===== src/verilog/dbg_consts.svh =====
`ifndef DBG_CONSTS_SVH
`define DBG_CONSTS_SVH

// --------------------
// Widths
// --------------------

// Addresses and instruction words
`define DBG_XLEN 32

// dcsr.cause field
`define DBG_CAUSE_W 3

// --------------------
// Instruction encodings
// --------------------

`define DBG_EBREAK_INSN  32'h00100073
// Compressed form, upper half zero
`define DBG_CEBREAK_INSN 32'h00009002
`define DBG_WFI_INSN     32'h10500073
`define DBG_DRET_INSN    32'h7B200073

`endif


===== src/verilog/dbg_pkg.sv =====
`include "dbg_consts.svh"

package dbg_pkg;

  // Program counter or dpc value
  typedef logic [`DBG_XLEN-1:0] addr_t;

  // --------------------
  // Enums
  // --------------------

  typedef enum logic [2:0] {
    INSN_OTHER   = 3'd0,
    INSN_EBREAK  = 3'd1,
    INSN_CEBREAK = 3'd2,
    INSN_WFI     = 3'd3,
    INSN_DRET    = 3'd4
  } insn_class_e;

  // Same encoding as dcsr.cause
  typedef enum logic [`DBG_CAUSE_W-1:0] {
    CAUSE_NONE    = 3'd0,
    CAUSE_EBREAK  = 3'd1,
    CAUSE_TRIGGER = 3'd2,
    CAUSE_HALTREQ = 3'd3,
    CAUSE_STEP    = 3'd4
  } dbg_cause_e;

  typedef enum logic [2:0] {
    ERR_NONE             = 3'd0,
    ERR_CAUSE            = 3'd1,
    ERR_DPC              = 3'd2,
    ERR_DRET_NO_EXIT     = 3'd3,
    ERR_DRET_NOT_ILLEGAL = 3'd4
  } dbg_err_e;

  // --------------------
  // Structs
  // --------------------

  // Raw retirement from the core writeback stage
  typedef struct packed {
    logic                valid;
    logic [`DBG_XLEN-1:0] insn;
    addr_t               pc;
    addr_t               next_pc;
    logic                fetch_err;
    logic                mpu_ok;
    logic                trigger_hit;
    logic                illegal;
  } wb_retire_t;

  typedef struct packed {
    logic        valid;
    insn_class_e cls;
    addr_t       pc;
    addr_t       next_pc;
    logic        trigger_hit;
    logic        illegal;
  } retire_evt_t;

  // Core debug CSR view
  typedef struct packed {
    logic       debug_mode;
    dbg_cause_e cause;
    logic       step;
    logic       ebreakm;
    addr_t      dpc;
  } dbg_state_t;

  typedef struct packed {
    dbg_cause_e cause;
    addr_t      dpc;
  } predict_t;

  typedef struct packed {
    logic       err;
    dbg_err_e   code;
    dbg_cause_e exp_cause;
    addr_t      exp_dpc;
  } chk_result_t;

endpackage

===== src/verilog/dbg_cause_tracker.sv =====
`timescale 1ns/1ps

module dbg_cause_tracker (
  input  logic                 cov_assert_if,
  input  logic                 rst_i,
  input  dbg_pkg::retire_evt_t evt_i,
  input  dbg_pkg::dbg_state_t  dbg_i,
  input  logic                 debug_req_i,
  input  logic                 irq_pending_i,
  output dbg_pkg::predict_t    pred_o,
  output logic                 in_wfi_o
);

  logic              is_ebreak;
  logic              step_ok;
  dbg_pkg::addr_t    last_npc_q;
  dbg_pkg::addr_t    latest_npc;
  dbg_pkg::predict_t pred_d;
  dbg_pkg::predict_t pred_q;
  logic              wfi_set;
  logic              wfi_clr;
  logic              wfi_q;

  assign is_ebreak = (evt_i.cls == dbg_pkg::INSN_EBREAK) ||
                     (evt_i.cls == dbg_pkg::INSN_CEBREAK);

  // Step only overrides a quiet or stepping history
  assign step_ok = (pred_q.cause == dbg_pkg::CAUSE_NONE) ||
                   (pred_q.cause == dbg_pkg::CAUSE_STEP);

  // --------------------
  // Latest next_pc
  // --------------------

  always_ff @(posedge cov_assert_if) begin
    if (rst_i) begin
      last_npc_q <= '0;
    end else if (evt_i.valid) begin
      last_npc_q <= evt_i.next_pc;
    end
  end

  // An event in this cycle is newer than the stored value
  assign latest_npc = evt_i.valid ? evt_i.next_pc : last_npc_q;

  // --------------------
  // Cause priority
  // --------------------

  always_comb begin
    pred_d = pred_q;
    if (!dbg_i.debug_mode) begin
      if (evt_i.valid && evt_i.trigger_hit) begin
        pred_d.cause = dbg_pkg::CAUSE_TRIGGER;
        pred_d.dpc   = evt_i.pc;
      end else if (evt_i.valid && is_ebreak && dbg_i.ebreakm) begin
        pred_d.cause = dbg_pkg::CAUSE_EBREAK;
        pred_d.dpc   = evt_i.pc;
      end else if (debug_req_i) begin
        pred_d.cause = dbg_pkg::CAUSE_HALTREQ;
        pred_d.dpc   = latest_npc;
      end else if (dbg_i.step && step_ok) begin
        pred_d.cause = dbg_pkg::CAUSE_STEP;
        pred_d.dpc   = latest_npc;
      end else if (evt_i.valid) begin
        // Ordinary retirement, nothing pending
        pred_d.cause = dbg_pkg::CAUSE_NONE;
        pred_d.dpc   = evt_i.next_pc;
      end
    end
  end

  always_ff @(posedge cov_assert_if) begin
    if (rst_i) begin
      pred_q.cause <= dbg_pkg::CAUSE_NONE;
      pred_q.dpc   <= '0;
    end else begin
      pred_q <= pred_d;
    end
  end

  assign pred_o = pred_q;

  // --------------------
  // WFI sleep state
  // --------------------

  assign wfi_set = evt_i.valid && (evt_i.cls == dbg_pkg::INSN_WFI) &&
                   !dbg_i.debug_mode && !dbg_i.step && !debug_req_i;

  // Wake-up has priority over a new sleep
  assign wfi_clr = debug_req_i || irq_pending_i;

  always_ff @(posedge cov_assert_if) begin
    if (rst_i) begin
      wfi_q <= 1'b0;
    end else if (wfi_clr) begin
      wfi_q <= 1'b0;
    end else if (wfi_set) begin
      wfi_q <= 1'b1;
    end
  end

  assign in_wfi_o = wfi_q;

  a_pred_hold_in_debug: assert property (
    @(posedge cov_assert_if) disable iff (rst_i)
    dbg_i.debug_mode && $past(dbg_i.debug_mode) |-> $stable(pred_o)
  );

  // Core must have woken before halting
  a_no_sleep_in_debug: assert property (
    @(posedge cov_assert_if) disable iff (rst_i)
    dbg_i.debug_mode |-> !in_wfi_o
  );

endmodule


===== src/verilog/dbg_entry_checker.sv =====
`timescale 1ns/1ps

module dbg_entry_checker (
  input  logic                 cov_assert_if,
  input  logic                 rst_i,
  input  dbg_pkg::retire_evt_t evt_i,
  input  dbg_pkg::dbg_state_t  dbg_i,
  input  dbg_pkg::predict_t    pred_i,
  output dbg_pkg::chk_result_t result_o
);

  logic              mode_q;
  logic              entry;
  logic              is_dret;
  logic              err_d;
  dbg_pkg::dbg_err_e code_d;
  logic              err_q;
  dbg_pkg::dbg_err_e code_q;
  dbg_pkg::predict_t exp_q;

  // --------------------
  // Event detection
  // --------------------

  always_ff @(posedge cov_assert_if) begin
    if (rst_i) begin
      mode_q <= 1'b0;
    end else begin
      mode_q <= dbg_i.debug_mode;
    end
  end

  assign entry   = dbg_i.debug_mode && !mode_q;
  assign is_dret = evt_i.valid && (evt_i.cls == dbg_pkg::INSN_DRET);

  // --------------------
  // Checks
  // --------------------

  // mode_q is the mode in which the dret retired
  always_comb begin
    err_d  = 1'b0;
    code_d = dbg_pkg::ERR_NONE;
    if (entry && (dbg_i.cause != pred_i.cause)) begin
      err_d  = 1'b1;
      code_d = dbg_pkg::ERR_CAUSE;
    end else if (entry && (dbg_i.dpc != pred_i.dpc)) begin
      err_d  = 1'b1;
      code_d = dbg_pkg::ERR_DPC;
    end else if (is_dret && mode_q && dbg_i.debug_mode) begin
      err_d  = 1'b1;
      code_d = dbg_pkg::ERR_DRET_NO_EXIT;
    end else if (is_dret && !mode_q && !evt_i.illegal) begin
      // dret is illegal in machine mode
      err_d  = 1'b1;
      code_d = dbg_pkg::ERR_DRET_NOT_ILLEGAL;
    end
  end

  always_ff @(posedge cov_assert_if) begin
    if (rst_i) begin
      err_q  <= 1'b0;
      code_q <= dbg_pkg::ERR_NONE;
    end else begin
      err_q  <= err_d;
      code_q <= code_d;
    end
  end

  // Snapshot of the prediction the checks used
  always_ff @(posedge cov_assert_if) begin
    exp_q <= pred_i;
  end

  assign result_o.err       = err_q;
  assign result_o.code      = code_q;
  assign result_o.exp_cause = exp_q.cause;
  assign result_o.exp_dpc   = exp_q.dpc;

  a_err_has_code: assert property (
    @(posedge cov_assert_if) disable iff (rst_i)
    result_o.err |-> (result_o.code != dbg_pkg::ERR_NONE)
  );

endmodule


===== src/verilog/dbg_instr_decode.sv =====
`timescale 1ns/1ps
`include "dbg_consts.svh"

module dbg_instr_decode (
  input  logic                 cov_assert_if,
  input  logic                 rst_i,
  input  dbg_pkg::wb_retire_t  wb_i,
  output dbg_pkg::retire_evt_t evt_o
);

  logic                 fetch_ok;
  dbg_pkg::insn_class_e cls_d;

  logic                 valid_q;
  dbg_pkg::insn_class_e cls_q;
  dbg_pkg::addr_t       pc_q;
  dbg_pkg::addr_t       next_pc_q;
  logic                 trigger_q;
  logic                 illegal_q;

  // --------------------
  // Classification
  // --------------------

  // Faulted or MPU-blocked fetches never count as special instructions
  assign fetch_ok = !wb_i.fetch_err && wb_i.mpu_ok;

  always_comb begin
    cls_d = dbg_pkg::INSN_OTHER;
    if (fetch_ok) begin
      case (wb_i.insn)
        `DBG_EBREAK_INSN:  cls_d = dbg_pkg::INSN_EBREAK;
        `DBG_CEBREAK_INSN: cls_d = dbg_pkg::INSN_CEBREAK;
        `DBG_WFI_INSN:     cls_d = dbg_pkg::INSN_WFI;
        `DBG_DRET_INSN:    cls_d = dbg_pkg::INSN_DRET;
        default:           cls_d = dbg_pkg::INSN_OTHER;
      endcase
    end
  end

  // --------------------
  // Event register
  // --------------------

  always_ff @(posedge cov_assert_if) begin
    if (rst_i) begin
      valid_q <= 1'b0;
    end else begin
      valid_q <= wb_i.valid;
    end
  end

  // Payload only moves on a retirement
  always_ff @(posedge cov_assert_if) begin
    if (wb_i.valid) begin
      cls_q     <= cls_d;
      pc_q      <= wb_i.pc;
      next_pc_q <= wb_i.next_pc;
      trigger_q <= wb_i.trigger_hit;
      illegal_q <= wb_i.illegal;
    end
  end

  assign evt_o.valid       = valid_q;
  assign evt_o.cls         = cls_q;
  assign evt_o.pc          = pc_q;
  assign evt_o.next_pc     = next_pc_q;
  assign evt_o.trigger_hit = trigger_q;
  assign evt_o.illegal     = illegal_q;

  // Back-to-back events need back-to-back retirements
  a_evt_follows_retire: assert property (
    @(posedge cov_assert_if) disable iff (rst_i)
    evt_o.valid && $past(evt_o.valid) |-> $past(wb_i.valid, 1) && $past(wb_i.valid, 2)
  );

endmodule


===== src/verilog/dbg_monitor_top.sv =====
`timescale 1ns/1ps

module dbg_monitor_top (
  input  logic                 cov_assert_if,
  input  logic                 rst_i,
  input  dbg_pkg::wb_retire_t  wb_i,
  input  dbg_pkg::dbg_state_t  dbg_i,
  input  logic                 debug_req_i,
  input  logic                 irq_pending_i,
  output dbg_pkg::predict_t    pred_o,
  output logic                 in_wfi_o,
  output dbg_pkg::chk_result_t result_o
);

  // Decoded retirement, one cycle behind wb_i
  dbg_pkg::retire_evt_t evt;

  dbg_instr_decode u_decode (
    .cov_assert_if (cov_assert_if),
    .rst_i         (rst_i),
    .wb_i          (wb_i),
    .evt_o         (evt)
  );

  // Prediction feeds both the checker and the top output
  dbg_cause_tracker u_tracker (
    .cov_assert_if (cov_assert_if),
    .rst_i         (rst_i),
    .evt_i         (evt),
    .dbg_i         (dbg_i),
    .debug_req_i   (debug_req_i),
    .irq_pending_i (irq_pending_i),
    .pred_o        (pred_o),
    .in_wfi_o      (in_wfi_o)
  );

  dbg_entry_checker u_checker (
    .cov_assert_if (cov_assert_if),
    .rst_i         (rst_i),
    .evt_i         (evt),
    .dbg_i         (dbg_i),
    .pred_i        (pred_o),
    .result_o      (result_o)
  );

endmodule


===== config.mk =====
export PLATFORM = sky130hd
export DESIGN_NAME = dbg_monitor_top
export DESIGN_NICKNAME = d
export VERILOG_FILES = /design/src/verilog/dbg_pkg.sv /design/src/verilog/dbg_cause_tracker.sv /design/src/verilog/dbg_entry_checker.sv /design/src/verilog/dbg_instr_decode.sv /design/src/verilog/dbg_monitor_top.sv
export VERILOG_INCLUDE_DIRS = /design/src /design/src/verilog
export SDC_FILE = /design/constraint.sdc
export NUM_CORES = 1
export LEC_CHECK = 0
export BUFFER_PORTS_ARGS = -buffer_cell sky130_fd_sc_hd__buf_4
export CORE_MARGIN = 3
export CORE_UTILIZATION = 45
export DETAILED_ROUTE_END_ITERATION = 10
export MAX_ROUTING_LAYER = met4
export PLACE_DENSITY_LB_ADDON = 0.25
export SYNTH_ARGS = -nofsm -noshare
export SYNTH_HDL_FRONTEND = slang
export SYNTH_SLANG_ARGS = --single-unit

===== constraint.sdc =====
create_clock -name cov_assert_if -period 3.3 [get_ports cov_assert_if]
set_input_delay 0 -clock cov_assert_if [delete_from_list [all_inputs] [get_ports cov_assert_if]]
set_output_delay 0 -clock cov_assert_if [all_outputs]
set_load 0.05 [all_outputs]

# --- After elaboration in Yosys (flattened, before gate mapping) ---
# Cells that the tools add are included.
totals:
  romBits: 0
  mem_bits_rw: 0
  register_bits: 178
  out_inout_bits: 75
  word_cells: 76
  n_memories: 0
  latch_bits: 0
  in_bits: 143
classes:
  n_shift: 0
  reduce_logical: 32
  div: 0
  magnitude_cmp: 0
  bitwise_logic: 1
  mux: 15
  mul: 0
  addsub: 0
  eq_ne: 11
ops:
  columns: ["operator", "n"]
  rows:
  - ["two-way mux 35 bit", 5]
  - ["equality test 32 x 16 -> 1 bit (second input constant)", 1]
  - ["equality test 32 x 21 -> 1 bit (second input constant)", 1]
  - ["equality test 32 x 29 -> 1 bit (second input constant)", 1]
  - ["equality test 32 x 31 -> 1 bit (second input constant)", 1]
  - ["two-way mux 32 bit", 1]
  - ["inequality test 32 bit", 1]
  - ["logical AND 1 bit", 17]
  - ["one-hot mux 3 bit (4 select lines)", 1]
  - ["equality test 3 x 2 -> 1 bit (second input constant)", 2]
  - ["equality test 3 bit (second input constant)", 2]
  - ["logical NOT 1 bit", 6]
  - ["two-way mux 1 bit", 5]
  - ["nonzero test 5 bit", 1]
  - ["two-way mux 2 bit", 2]
  - ["OR reduction 2 bit", 2]
  - ["OR reduction 4 bit", 1]
  - ["equality test 3 x 1 -> 1 bit (second input constant)", 1]
  - ["logical NOT 3 bit", 1]
  - ["logical OR 1 bit", 3]
  - ["two-way mux 3 bit", 1]
  - ["inequality test 3 bit", 1]
  - ["AND reduction 2 bit", 1]
  - ["NOT 1 bit", 1]

# --- Logic depth before layout (Yosys ltp) ---
# Gate-level depths: netlist of run 1.
logic_depth:
  ltp_word: 8
  mapped_depth: 7
  mapped_depth_nobuf: 6

# --- Cells and area by module ---
# Synthesis of run 1 repeated with hierarchy kept, for this count alone.
hier_totals:
  cells_unflattened: 514
  area_unflattened_um2: 6780.3
modules_own_cells:
  columns: ["module", "seq_area_each_um2", "area_each_um2", "instances", "cells_each"]
  rows:
  - ["dbg_cause_tracker", 1361.3, 3195.6, 1, 312]
  - ["dbg_instr_decode", 2092.0, 2316.0, 1, 100]
  - ["dbg_entry_checker", 800.8, 1268.7, 1, 102]

# --- Worst setup path before layout of run 1 ---
# Ideal clock, no wire load.
synth_timing:
  kind: "reg-to-reg"
  from: "reg u_tracker.pred_q (netlist bit u_tracker.pred_o[32])"
  to: "reg u_tracker.pred_q (netlist bit u_tracker.pred_o[0])"
  required_time_ns: 3.183
  synth_period_minus_slack_ns: 1.807
  slack_ns: 1.493
  t_arrival_ns: 1.690
  setup_time_ns: 0.117
  stages_incl_launch_ff: 8
  path_buffers: 2
  path_cell_list: "dfxtp_1 -> nor3b_2 -> o21bai_1 -> buf_6 -> buf_6 -> mux2i_1 -> a21oi_1 -> a22o_1"
synth_via:
  elab_chain_cells: 7
  elab_cells_between_ends: 10
  cone_classes: "1 x eq/ne; 4 x mux; 5 x reduce/logical"
synth_lines:
  columns: ["item", "line_no", "rtl"]
  rows:
  - ["from (decl)", "dbg_cause_tracker.sv:19", "dbg_pkg::predict_t pred_q;"]
  - ["from (signal assigned)", "dbg_cause_tracker.sv:78", "pred_q <= pred_d;"]
  - ["equality test 3 bit or logical NOT 3 bit (tied branches)", "dbg_cause_tracker.sv:29, dbg_cause_tracker.sv:28", null]
  - ["logical OR 1 bit *", "dbg_cause_tracker.sv:28", "assign step_ok = (pred_q.cause == dbg_pkg::CAUSE_NONE) ||"]
  - ["logical AND 1 bit *", "dbg_cause_tracker.sv:62", "end else if (dbg_i.step && step_ok) begin"]
  - ["two-way mux 35 bit", "dbg_cause_tracker.sv:62", null]
  - ["two-way mux 35 bit", "dbg_cause_tracker.sv:59", "end else if (debug_req_i) begin"]
  - ["two-way mux 35 bit", "dbg_cause_tracker.sv:56", "end else if (evt_i.valid && is_ebreak && dbg_i.ebreakm) begin"]
  - ["two-way mux 35 bit", "dbg_cause_tracker.sv:53", "if (evt_i.valid && evt_i.trigger_hit) begin"]
# Mark *: on every way between the ends. The rest lies on a longest branch, timed or not.
# A chain may end at the register's enable or synchronous reset.

# --- Worst setup path after layout of run 1 ---
layout_timing:
  from: "reg u_decode.valid_q"
  to: "reg u_tracker.pred_q (netlist bit u_tracker.pred_o[30])"
layout_via:
  elab_chain_cells: 5
  elab_cells_between_ends: 10
  cone_classes: "5 x mux; 5 x reduce/logical"
layout_lines:
  columns: ["item", "line_no", "rtl"]
  rows:
  - ["from (decl)", "dbg_instr_decode.sv:14", "logic valid_q;"]
  - ["from (signal assigned)", "dbg_instr_decode.sv:49", "valid_q <= wb_i.valid;"]
  - ["two-way mux 32 bit", "dbg_cause_tracker.sv:44", "assign latest_npc = evt_i.valid ? evt_i.next_pc : last_npc_q;"]
  - ["two-way mux 35 bit", "dbg_cause_tracker.sv:62", null]
  - ["two-way mux 35 bit", "dbg_cause_tracker.sv:59", null]
  - ["two-way mux 35 bit", "dbg_cause_tracker.sv:56", null]
  - ["two-way mux 35 bit", "dbg_cause_tracker.sv:53", null]
# Several ways; a longest one is shown, not always the timed one.

==> summary by stage, run 1 <==
Drt
In the routed design, unresolved DRC markers number 0. The total number of vias is approximately 5k. In the routed layout, each cell is associated on average with a via count of 5.17.

The first-pass iteration count of the detailed router is 4. In the final routed layout, each cell accounts on average for 17.4 um. The wire length after detailed routing is 17200 um. The DRC violation total after the first TritonRoute iteration is 345. The detail route stage leaves a number of antenna-violating nets equal to 0.

Power
The worst-case IR drop observed on VDD is between 300 and 400 uV. For this design the ratio of total power to cell area is around 560 mW/mm^2. The leakage power summed over all cells is 4.22 nW.

Synthesis
For this run, the register share of the synthesized area comes to 0.646. The number of different library cells used by synthesis comes to 41. The cell count after synthesis came out at approximately 500. Synthesis inferred 178 register bits. The post-synth design cell area is 0.00659 mm^2.

In this run the mean area of a mapped cell was 12.9 um^2. The share of synthesized area in the top cell type comes to 0.331. For this run, asynchronously set or reset flops after synthesis account for 0. In the synthesized netlist the dominant register cell turns out to be sky130_fd_sc_hd__dfxtp_1. Yosys attributes the largest share of cell area to sky130_fd_sc_hd__dfxtp_1 (33%), sky130_fd_sc_hd__edfxtp_1 (31%), sky130_fd_sc_hd__mux2i_1 (9.7%). The number of synthesized flops with an enable pin is 69.

Synthesis produced a netlist with a net count of 653. The largest area contributor in the synthesized netlist is sky130_fd_sc_hd__dfxtp_1. The count of warnings emitted by yosys is 0.

Placement
Port buffering added 217 buffers. Routability-driven placement finished with a final weighted congestion of between 0.8 and 0.9. The post-detailed-placement cell area is roughly 0.0083 mm^2.

After legalization and detailed placement, the total HPWL measured about 11000 um. Prior to clock tree synthesis, the placed netlist has a worst setup slack of 0.917 ns.

Timing
Once routing completed, OpenROAD measured the worst setup slack at 0.908 ns. In the finished design, the share of the clock period the worst path needs comes to 0.725. The total negative slack for setup checks is 0 ns. Headroom to the max-slew limit came out at 0.393. The number of hold violations in the final report is 0. For this run, the top clock speed supported by timing is about 420 MHz.

The clock period minus final worst setup slack is 2.39 ns. The clock skew after layout is 0.00917 ns. Setup repair after global routing left no endpoint under its margin.

The pin slew with the least headroom to its limit is 0.911 ns. The final setup violation count is 0. The count of final max-slew check failures is 0.

Final layout
The area overhead of the layout relative to synthesis is 46.8%. Of the cells placed in the final design, the portion with a size suffix greater than 1 is 0.319. The number of antenna diodes is 0. Fill cells in the final layout number ~1000. The total non-filler cell area in the finished layout is 0.00967 mm^2.

Leaving out fill and tap cells, the most frequent cells in the layout are sky130_fd_sc_hd__buf_4 (219), sky130_fd_sc_hd__dfxtp_1 (108), sky130_fd_sc_hd__dlygate4sd3_1 (76), sky130_fd_sc_hd__nor2_1 (74), sky130_fd_sc_hd__edfxtp_1 (69). After the last flow step, the layout net total stands at 943. The library cell used most frequently in the layout, excluding fill and tap cells, is sky130_fd_sc_hd__buf_4.

Critical path
The required time of the critical path is 3.61 ns. The worst setup path is of the reg -> reg kind. The top fanout value on the critical path is 37.

STA classifies the critical path startpoint as a flip-flop. For the worst setup path, the data arrival time is 2.71 ns. The critical path capture point type is a flip-flop.

Clocking
The TritonCTS clock tree is built. In this run, CTS created clock tree buffers numbering 17. The clock-pin slew on the worst setup and hold paths is ~0.07 ns. Buffers added to address setup during post-CTS repair amount to 0. The hold buffer count at cts is 76. In this run the deepest clock path goes through 2 buffers. The post-cts gate resize count is 0. In this run the clock root is driven by a sky130_fd_sc_hd__clkbuf_16.

The later pin in the worst-skew pair is clocked with a latency of between 0.4 and 0.5 ns. The H-tree depth reported by CTS is 4. The number of sinks driven by the clock tree is ~180.

Die
The floorplan row count is 43. 218 I/O pins were placed. The die area is 0.0161 mm^2. The width of the die is about 130 um. The effective utilization at floorplan is 0.467. The die is approximately 130 um tall.

The area of the core is 0.0141 mm^2.

Run status
The flow ran to the end, and the final reports show no timing, DRC or antenna violations.

Global routing
The initial antenna violation count is 0. The via count of the first global-routing pass was 5279. The maximum number of pins on one net before global-route repair is 71. The total track usage is 0.218.

The first global-routing pass estimated 26500 um of wire. The total grt overflow is 0.

Run
The tool flagged a number of max-cap violations equal to 0.

Worst hold path
The class of the most critical hold timing path is in -> reg.
-- report_power, final --
part	internal (mW)	switching, mW
Clock	1.21	0.801
Combinational	0.389	0.508
Sequential	2.45	0.103
Total	4.05	1.41
-- layer usage --
layer | part of all wire | wire length (um) | track usage | vias up
met3 | 0.059 | 1010 | 0.0481 | 26
met1 | 0.41 | 6990 | 0.251 | 2473
met2 | 0.52 | 8960 | 0.376 | 202
li1 | - | - | - | 2429
met5 | 0 | 0 | - | -
met4 | 0.016 | 284 | 0.0820 | 0
-- worst max-delay path, stage by stage, from the launching register on --
cell and delay [ns]:
sky130_fd_sc_hd__dfxtp_2 0.32, sky130_fd_sc_hd__buf_4 0.54, sky130_fd_sc_hd__o21bai_4 0.24, sky130_fd_sc_hd__buf_4 0.51, sky130_fd_sc_hd__mux2i_1 0.32, sky130_fd_sc_hd__a21oi_2 0.08, sky130_fd_sc_hd__a22o_1 0.25
-- state kept, by name, indices dropped and copies added (netlist names), 3 cells and up --
name,count
u_checker.result_o,35
u_decode.cls_q,3
u_tracker.pred_o,35
u_decode.next_pc_q,32
u_decode.pc_q,32
u_checker.code_q,3
u_tracker.last_npc_q,32
-- cell type report --
class | count | area (um^2) | share of cell area
clock inverter | 5 | 31.3 | 0.00324
sequential | 178 | 4260 | 0.440
clock buffer | 27 | 578 | 0.0598
tap | 180 | 225 | 0.0233
timing repair buffer | 296 | 2420 | 0.251
multi-input combinational | 305 | 2140 | 0.222
inverter | 2 | 7.51 | 0.000777
-- kinds of logic after synthesis --
group | Yosys count | share of synthesized area
AO/OA/AOI/OAI | 76 | 0.0813
flip-flops | 178 | 0.646
buffers and inverters | 27 | 0.0313
XOR/XNOR | 37 | 0.0492
multiplexers | 64 | 0.0973
AND/OR/NAND/NOR | 128 | 0.0948
-- worst paths after layout --
check        slack (ns)                       to                 start  cells past startpoint
min reg2reg        0.40   u_checker.result_o[29]  u_tracker.pred_o[29]                      0
max reg2reg        0.91     u_tracker.pred_o[30]      u_decode.valid_q                      6
min                0.03  u_tracker.last_npc_q[9]                 rst_i                      2
max                0.91     u_tracker.pred_o[30]      u_decode.valid_q                      6
-- cell usage after synthesis, types with 3 or more instances --
cell type and count:
sky130_fd_sc_hd__edfxtp_1 69, sky130_fd_sc_hd__nand4_1 6, sky130_fd_sc_hd__buf_6 7, sky130_fd_sc_hd__nand2b_1 4, sky130_fd_sc_hd__nor3_1 6, sky130_fd_sc_hd__nor4_1 12, sky130_fd_sc_hd__buf_8 3, sky130_fd_sc_hd__buf_2 9
sky130_fd_sc_hd__mux2i_1 64, sky130_fd_sc_hd__dfxtp_1 109, sky130_fd_sc_hd__xnor2_1 3, sky130_fd_sc_hd__clkbuf_1 3, sky130_fd_sc_hd__nor2_1 75, sky130_fd_sc_hd__a21oi_1 36, sky130_fd_sc_hd__a22o_1 32, sky130_fd_sc_hd__nand2_1 6
sky130_fd_sc_hd__nand3_1 3, sky130_fd_sc_hd__xor2_1 34
-- per-stage QoR --
stage / util / power (mW) / hold slack, ns / cells
2_1_floorplan: - / 3.08 / 0.0764 / 510
3_3_place_gp: 0.588 / 3.40 / 0.165 / 885
3_5_place_dp: 0.588 / 3.43 / 0.175 / 885
4_1_cts: 0.686 / 5.50 / 0.00863 / 993
5_1_grt: 0.686 / 5.66 / 0.0246 / 993
6_report: 0.686 / 5.46 / 0.0329 / 993
(Power assumes the default switching activity.)
==> inputs of run 2 (changes only) <==
- ABC_AREA: default -> 1
- clock period: 3.3 -> 2.2 ns (I/O delays scaled with it)
==> run 2 against run 1 <==
- sequential power grew 50%
- highest routed layer unchanged
- final area increased by 2.8%
- clock power is 49% higher
- die area grew 2.9%
- register-to-register slack worse by 0.49 ns
- critical path depth grew 1
- sequential share of layout area is 1.2 points lower
==> summary by stage, run 2 <==
Power
The internal power summed over all cells is 6.07 mW (+50%). The switching power summed over all nets came to 2.27 mW (+61%). The combinational share of power was 0.182 (+0.018). The fraction of power consumed by the clock network was 0.358 (-0.010). The maximum vdd ir drop came to 528 uV (+57%). The areal power density over the cells was 839 mW/mm^2 (+49%).

The share of total power in sequential cells is 0.460 (-0.008). The leakage power summed over all cells is 4.26 nW (+0.80%). The switching part of the total is 0.272 (+0.0137).

Timing
Setup repair after global routing left no endpoint under its margin. The count of final max-slew check failures came to 0 (unchanged). The final cycle utilization of the critical path is 0.871. The clock skew after layout was 0.00931 ns (+0.000147 ns). The final setup violation count is 0 (unchanged). The pin slew with the least headroom to its limit was 0.503 ns (-0.408 ns). The routed design could run at a clock period as short as between 1.5 and 2 ns. The peak clock frequency supported by timing is 522 MHz. The final critical-path setup slack is 0.283 ns (-0.625 ns).

The remaining max-slew budget at the tightest pin came to 0.664 (+0.272). The total negative slack for setup checks is 0 ns (unchanged). The worst hold slack is 0.0309 ns (-0.00197 ns). The number of hold violations in the final report is 0 (unchanged).

Drt
The total DRC errors in the routed layout is 0 (unchanged). The wire length after detailed routing was 16900 um (-2.0%). The via density per instance is 4.85 (-6.1%). The total number of vias is 5601 (+9.2%).

The average routed wire per standard cell is 14.7 um (-16%). The post-route antenna net violation count is 0 (unchanged). The first-pass iteration count of the detailed router is 4 (unchanged). The DRC violation total after the first TritonRoute iteration is 258 (-25%).

Critical path
STA classifies the critical path endpoint as a flip-flop. STA classifies the critical path startpoint as an input pin. The required time of the critical path is 2.50 ns (-1.11 ns). The critical path is of the in -> reg type. The top fanout value on the critical path came to 2 (-95%). The critical path starts at wb_i[99]. The arrival time of data at the critical path endpoint is 2.21 ns (-0.50 ns). The worst flop-to-flop path endpoint is u_tracker.in_wfi_o. The logic depth of the worst register-to-register path was 7 (+1).

The startpoint of the lowest-slack register-to-register path is u_decode.valid_q. The critical path capture point is u_decode.cls_q[2]. The setup slack of the worst register-to-register path was 0.42 ns (-0.49 ns).

Synthesis
The number of synthesized flops with an enable pin is 69 (unchanged). The most frequent cell after synthesis is sky130_fd_sc_hd__dfxtp_1. The post-synth net total is 807 (+24%). Sorting the synthesized cells by how often they occur yields sky130_fd_sc_hd__dfxtp_1 (109), sky130_fd_sc_hd__a21oi_1 (101), sky130_fd_sc_hd__nand2_1 (81), sky130_fd_sc_hd__edfxtp_1 (69), sky130_fd_sc_hd__nor2_1 (64). The async set-reset flop share out of synthesis came to 0 (unchanged). The post-synthesis cell count is 664 (+30%).

The post-synthesis register bit count is 178 (unchanged). The proportion of synthesized chip area in sequential cells came to 0.627 (-0.0192). The most used flip-flop cell after synthesis is sky130_fd_sc_hd__dfxtp_1.

The share of Yosys cell area claimed by the top area cell type is 0.322 (-0.00984). The largest total area in the synthesized netlist belongs to sky130_fd_sc_hd__dfxtp_1. The number of distinct library cells after synthesis is 32 (-22%).

The post-synth design cell area is 0.00679 mm^2 (+3.1%). The synthesized area divided by synthesized cell count is 10.2 um^2 (-21%). By area the synthesized netlist is led by sky130_fd_sc_hd__dfxtp_1 (32%), sky130_fd_sc_hd__edfxtp_1 (31%), sky130_fd_sc_hd__a21oi_1 (7.4%). The count of warnings emitted by yosys is 0 (unchanged).

Run
The max-capacitance violation count came to 0 (unchanged).

Global routing
The initial antenna violation count is 0 (unchanged). The total track usage came to 0.207 (-0.0119). The routing usage on met1 is 0.243 (-0.00777). The total grt overflow was 0 (unchanged). The met3 usage is 0.0407 (-0.00740). The met2 layer usage reported by global route is 0.355 (-0.0206). The most used routing layer is met2. The global-route wire length before repair is 26300 um (-0.62%). The via count of the first global-routing pass was 5500 (+4.2%).

The maximum number of pins on one net before global-route repair is 41 (-42%).

Final layout
The number of antenna diodes is 0 (unchanged). The number of fill cells is 1136 (+14%). The area overhead of the layout relative to synthesis is 46.5%. The filler-free cell count of the finished design is 1154 (+16%). The leading cell type in the layout, fill and taps excluded is sky130_fd_sc_hd__buf_4. Leaving out fill and tap cells, the most frequent cells in the layout are sky130_fd_sc_hd__buf_4 (223), sky130_fd_sc_hd__dfxtp_1 (108), sky130_fd_sc_hd__a21oi_1 (101), sky130_fd_sc_hd__nand2_1 (81), sky130_fd_sc_hd__dlygate4sd3_1 (79). The total area of sequential cells is 0.00426 mm^2 (unchanged). The fraction of final layout cells sized beyond drive strength 1 is 0.272 (-0.0464). The area of combinational cells with multiple inputs is 0.00216 mm^2 (+0.82%). The total non-filler cell area in the finished layout is 0.00994 mm^2 (+2.8%). The number of nets in the layout is 1100 (+17%).

Placement
The worst slack after detailed placement is 0.546 ns (-0.371 ns). The post-detailed-placement cell area is 0.00857 mm^2 (+3.3%). The placed wire-length estimate after detailed placement is 10900 um (-4.3%). The number of buffer cells added on primary ports is 217 (unchanged). The final weighted congestion of routability-driven global placement is 0.784 (-2.2%). The number of instances in the placed design is 1043 (+18%).

Clocking
The post-cts gate resize count came to 0 (unchanged). The clock latency on the worst-skew pair is 0.42 ns (about the same). The hold buffer count at cts is 79 (+3.9%). The number of buffers added by the clock tree synthesis step is 17 (unchanged). The TritonCTS clock tree is built. The number of sinks driven by the clock tree is 178 (unchanged).

The clock-pin slew on the worst setup and hold paths is 0.07 ns (about the same). The buffer count from post-CTS setup fixing is 0 (unchanged). The cell sitting at the root of the clock tree is a sky130_fd_sc_hd__clkbuf_16. The number of buffers between clock root and the deepest sink came to 2 (unchanged). The H-tree depth reported by CTS is 4 (unchanged).

Die
The area of the core is 0.0146 mm^2 (+3.9%). The vertical extent of the die is 129 um (+1.4%). The die area came to 0.0166 mm^2 (+2.9%). The effective utilization at floorplan is 0.463 (-0.00373).

The floorplan row count is 44 (+2.3%). The number of top-level design ports is 218 (unchanged). The width of the die came to 129 um (+1.4%).

Worst hold path
The worst hold path belongs to the class in -> reg.

Run status
The flow ran to the end, and the final reports show no timing, DRC or antenna violations.
==> run 2: cell count changes after synthesis, moves of 7 or more <==
cell / change
sky130_fd_sc_hd__o21ai_1: +29
sky130_fd_sc_hd__inv_1: +45
sky130_fd_sc_hd__a21oi_1: +65
sky130_fd_sc_hd__o21ai_0: +35
sky130_fd_sc_hd__a22o_1: -32
sky130_fd_sc_hd__nor2_1: -11
sky130_fd_sc_hd__o21a_1: +7
sky130_fd_sc_hd__nand3_1: +7
sky130_fd_sc_hd__nand2_1: +75
sky130_fd_sc_hd__mux2i_1: -39
sky130_fd_sc_hd__buf_4: +8
sky130_fd_sc_hd__clkbuf_1: +8
sky130_fd_sc_hd__xor2_1: -34
sky130_fd_sc_hd__xnor2_1: +23
==> run 2: cells by family after synthesis <==
| family | synth area share |
|---|---|
| flip-flops | 0.627 |
| AO/OA/AOI/OAI | 0.134 |
| XOR/XNOR | 0.0336 |
| multiplexers | 0.0369 |
| buffers and inverters | 0.0548 |
| AND/OR/NAND/NOR | 0.114 |
==> run 2: worst min-delay path by stage <==
stage                             start                       to  slack, ns  depth (start not counted)
after floorplan             debug_req_i       u_tracker.in_wfi_o       0.08                          1
after global placement    irq_pending_i       u_tracker.in_wfi_o       0.18                          2
after detailed placement  irq_pending_i       u_tracker.in_wfi_o       0.18                          2
after CTS                         rst_i  u_tracker.last_npc_q[2]       0.02                          2
after global routing              rst_i  u_tracker.last_npc_q[8]       0.03                          2
final                             rst_i         u_checker.mode_q       0.03                          2
==> run 2: worst max-delay path: stages <==
cell and delay, ns:
sky130_fd_sc_hd__dlygate4sd3_1 0.54, sky130_fd_sc_hd__buf_4 0.13, sky130_fd_sc_hd__nor4_1 0.27, sky130_fd_sc_hd__nand3_1 0.09, sky130_fd_sc_hd__dlygate4sd3_1 0.56, sky130_fd_sc_hd__nor2_1 0.08
sky130_fd_sc_hd__dlygate4sd3_1 0.54
==> run 2: metrics by stage <==
stage	util	total power [mW]
after floorplan	-	4.76
after global placement	0.585	5.28
after detailed placement	0.585	5.31
after CTS	0.679	8.38
after global routing	0.679	8.66
final	0.679	8.34
==> run 2: power groups by stage <==
stage / Sequential (mW) / Combinational (mW) / Clock, mW
2_1_floorplan: 4.29 / 0.468 / 0
3_3_place_gp: 3.90 / 1.38 / 0
3_5_place_dp: 3.91 / 1.40 / 0
4_1_cts: 3.84 / 1.51 / 3.03
5_1_grt: 3.87 / 1.63 / 3.17
6_report: 3.84 / 1.52 / 2.99
==> run 2: layer usage <==
layer / part of all wire / vias to the layer above
li1: - / 2842
met1: 0.43 / 2549
met2: 0.50 / 189
met3: 0.054 / 21
met4: 0.013 / 0
met5: 0 / -
==> run 2: layout make-up <==
class	instances	share of cell area
Sequential cell	178	0.428
Inverter	50	0.0189
Clock buffer	22	0.0477
Clock inverter	10	0.0108
Timing Repair Buffer	305	0.254
Tap cell	184	0.0232
Multi-Input combinational cell	405	0.217
==> inputs of run 3 (changes only) <==
- CTS_BUF_LIST: default -> sky130_fd_sc_hd__clkbuf_2
- clock period: 2.2 -> 1.9 ns (I/O delays scaled with it)
==> run 3 against run 2 <==
- die area is the same
- register-to-register slack got worse by 0.35 ns
- total power up 0.95%
- clock-buffer cell count fell by 2
- sequential share of layout area down 3.7 points
- combinational power grew 34%
- highest routed layer unchanged
==> summary by stage, run 3 (synthesized netlist as in run 2, its figures left out) <==
Final layout
Leaving out fill and tap cells, the most frequent cells in the layout are sky130_fd_sc_hd__buf_4 (235), sky130_fd_sc_hd__dlygate4sd3_1 (195), sky130_fd_sc_hd__dfxtp_1 (104), sky130_fd_sc_hd__a21oi_1 (101), sky130_fd_sc_hd__nand2_1 (79). The number of fill cells is 968 (-15%). The fraction of final layout cells sized beyond drive strength 1 came to 0.262 (-0.0101). The number of nets in the layout is 1229 (+12%). The total non-filler cell area in the finished layout is 0.0109 mm^2 (+9.7%).

The area growth from synthesis to layout is 60.7%. The library cell used most frequently in the layout, excluding fill and tap cells, is sky130_fd_sc_hd__buf_4.

Drt
The total DRC errors in the routed layout came to 0 (unchanged). The DRC violation total after the first TritonRoute iteration is 378 (+47%). The post-route antenna net violation count is 0 (unchanged). The via density per instance came to 4.94 (+1.8%). The wire length after detailed routing is 19700 um (+17%). The average routed wire per standard cell is 15.4 um (+4.9%). The total number of vias is 6342 (+13%). The first-pass iteration count of the detailed router is 5 (+1).

Die
The vertical extent of the die is 129 um (unchanged). The die area is 0.0166 mm^2 (unchanged). The width of the die is 129 um (unchanged). The floorplan row count was 44 (unchanged). The effective utilization at floorplan is 0.463 (unchanged). The number of top-level design ports was 218 (unchanged).

The area of the core came to 0.0146 mm^2 (unchanged).

Clocking
The number of buffers added by the clock tree synthesis step came to 17 (unchanged). The clock latency on the worst-skew pair is 0.73 ns (+0.31 ns). The number of sinks driven by the clock tree is 178 (unchanged). The clock root buffer is sky130_fd_sc_hd__clkbuf_2. The clock-pin slew on the worst setup and hold paths is 0.21 ns (+0.14 ns). The number of buffers between clock root and the deepest sink is 2 (unchanged). The TritonCTS clock tree is built. The H-tree depth reported by CTS came to 4 (unchanged).

Power
The share of total power in sequential cells came to 0.527 (+0.067). The switching power summed over all nets came to 2.51 mW (+10%). The maximum vdd ir drop was 526 uV (-0.37%). The internal power summed over all cells is 5.91 mW (-2.6%).

The leakage power summed over all cells is 4.67 nW (+9.7%). The combinational share of power is 0.240 (+0.058). The areal power density over the cells was 772 mW/mm^2 (-8.0%). The switching part of the total is 0.298 (+0.0253).

The fraction of power consumed by the clock network is 0.232 (-0.126).

Placement
The number of buffer cells added on primary ports is 217 (unchanged). The final weighted congestion of routability-driven global placement is 0.788 (+0.50%). The placed wire-length estimate after detailed placement was 11100 um (+2.7%). The post-detailed-placement cell area is 0.00864 mm^2 (+0.85%).

Critical path
The worst flop-to-flop path endpoint is u_checker.code_q[2]. The critical path capture point is u_decode.cls_q[1]. The required time of the critical path is 2.50 ns (about the same).

The startpoint of the lowest-slack register-to-register path is u_tracker.pred_o[22]. The setup path with the least slack is of type in -> reg. The logic depth of the worst register-to-register path is 10 (+3). The worst setup path is launched from an input pin.

The first element of the critical path is wb_i[70]. The top fanout value on the critical path is 2 (unchanged). The critical path capture point type is a flip-flop. The setup slack of the worst register-to-register path is 0.07 ns (-0.35 ns).

The arrival time of data at the critical path endpoint is 2.47 ns (+0.26 ns).

Timing
The peak clock frequency supported by timing is 535 MHz. The final setup violation count was 0 (unchanged). Dividing the final minimum period by the clock period gives 0.984. The remaining max-slew budget at the tightest pin is 0.683 (+0.0182).

The pin slew with the least headroom to its limit is 0.476 ns (-0.0268 ns). The clock skew after layout was 0.0301 ns (+0.0208 ns). The worst hold slack is 0.0335 ns (+0.00262 ns). The number of hold violations in the final report is 0 (unchanged).

The count of final max-slew check failures came to 0 (unchanged). Counting I/O delays and the setup requirement, the final critical path takes 1.87 ns. Setup repair after global routing could not meet its margin everywhere.

Run status
The flow ran to the end, and the final reports show no timing, DRC or antenna violations.

Global routing
The via count of the first global-routing pass is 6643 (+21%). The initial antenna violation count is 1 (+1). The total grt overflow is 0 (unchanged). The global-route wire length before repair was 31200 um (+18%). The maximum number of pins on one net before global-route repair is 71 (+73%). The total track usage is 0.245 (+0.0386).

Run
The max-capacitance violation count came to 0 (unchanged).

Worst hold path
The class of the most critical hold timing path is in -> reg.
==> run 3: what timing repair did <==
| item | in CTS | in global routing |
|---|---|---|
| resized for setup | 0 | 13 |
| setup buffers | 0 | 5 |
| endpoints found under the hold margin | 212 | 1 |
| endpoints found under the setup margin | 0 | 5 |
| hold buffers | 195 | 1 |
==> run 3: worst min path at each step <==
stage / from / endpoint / slack [ns] / cells after the start
6_report: dbg_i[17] / u_checker.code_q[2] / 0.03 / 12
5_1_grt: dbg_i[17] / u_checker.code_q[2] / -0.001 / 12
4_1_cts: dbg_i[17] / u_checker.code_q[2] / 0.01 / 12
3_5_place_dp: irq_pending_i / u_tracker.in_wfi_o / 0.17 / 2
3_3_place_gp: irq_pending_i / u_tracker.in_wfi_o / 0.17 / 2
2_1_floorplan: debug_req_i / u_tracker.in_wfi_o / 0.08 / 1
==> run 3: final cells by class <==
cell class	instances	area (um^2)	share of cell area
clock buffers	20	100	0.00918
inverters	50	191	0.0175
well taps	184	230	0.0211
clock inverters	12	140	0.0128
repair buffers	434	3800	0.348
flip-flops and latches	178	4270	0.391
diodes	1	2.50	0.000229
multi-input cells	405	2180	0.200
==> run 3: power groups by stage <==
stage	clock, mW	sequential (mW)	combinational [mW]
after floorplan	0	4.97	0.541
after global placement	0	4.50	1.64
after detailed placement	0	4.51	1.66
after CTS	2.00	4.43	1.97
after global routing	2.15	4.48	2.17
final	1.96	4.44	2.03
==> run 3: through the flow <==
| stage | power (mW) | cells | util | worst slack, ns | setup TNS [ns] |
|---|---|---|---|---|---|
| after floorplan | 5.51 | 664 | - | 0.230 | 0 |
| after global placement | 6.15 | 1051 | 0.590 | 0.386 | 0 |
| after detailed placement | 6.17 | 1051 | 0.590 | 0.317 | 0 |
| after CTS | 8.41 | 1278 | 0.740 | 0.0197 | 0 |
| after global routing | 8.80 | 1284 | 0.745 | -0.0568 | -0.0568 |
| final | 8.42 | 1284 | 0.745 | 0.0306 | 0 |
==> run 3: layer usage <==
| layer | vias to the layer above | GRT usage | share of wire |
|---|---|---|---|
| met5 | - | - | 0 |
| met4 | 0 | 0.0877 | 0.021 |
| met3 | 39 | 0.0523 | 0.051 |
| met2 | 221 | 0.427 | 0.53 |
| met1 | 2981 | 0.278 | 0.40 |
| li1 | 3101 | - | - |
==> run 3: worst max-delay path, cell delays in order <==
cell                            delay [ns]
sky130_fd_sc_hd__dlygate4sd3_1        0.54
sky130_fd_sc_hd__buf_4                0.14
sky130_fd_sc_hd__nor4_1               0.24
sky130_fd_sc_hd__dlygate4sd3_1        0.60
sky130_fd_sc_hd__nand2_1              0.07
sky130_fd_sc_hd__nor2_1               0.15
sky130_fd_sc_hd__inv_1                0.06
sky130_fd_sc_hd__a21oi_1              0.12
sky130_fd_sc_hd__dlygate4sd3_1        0.55
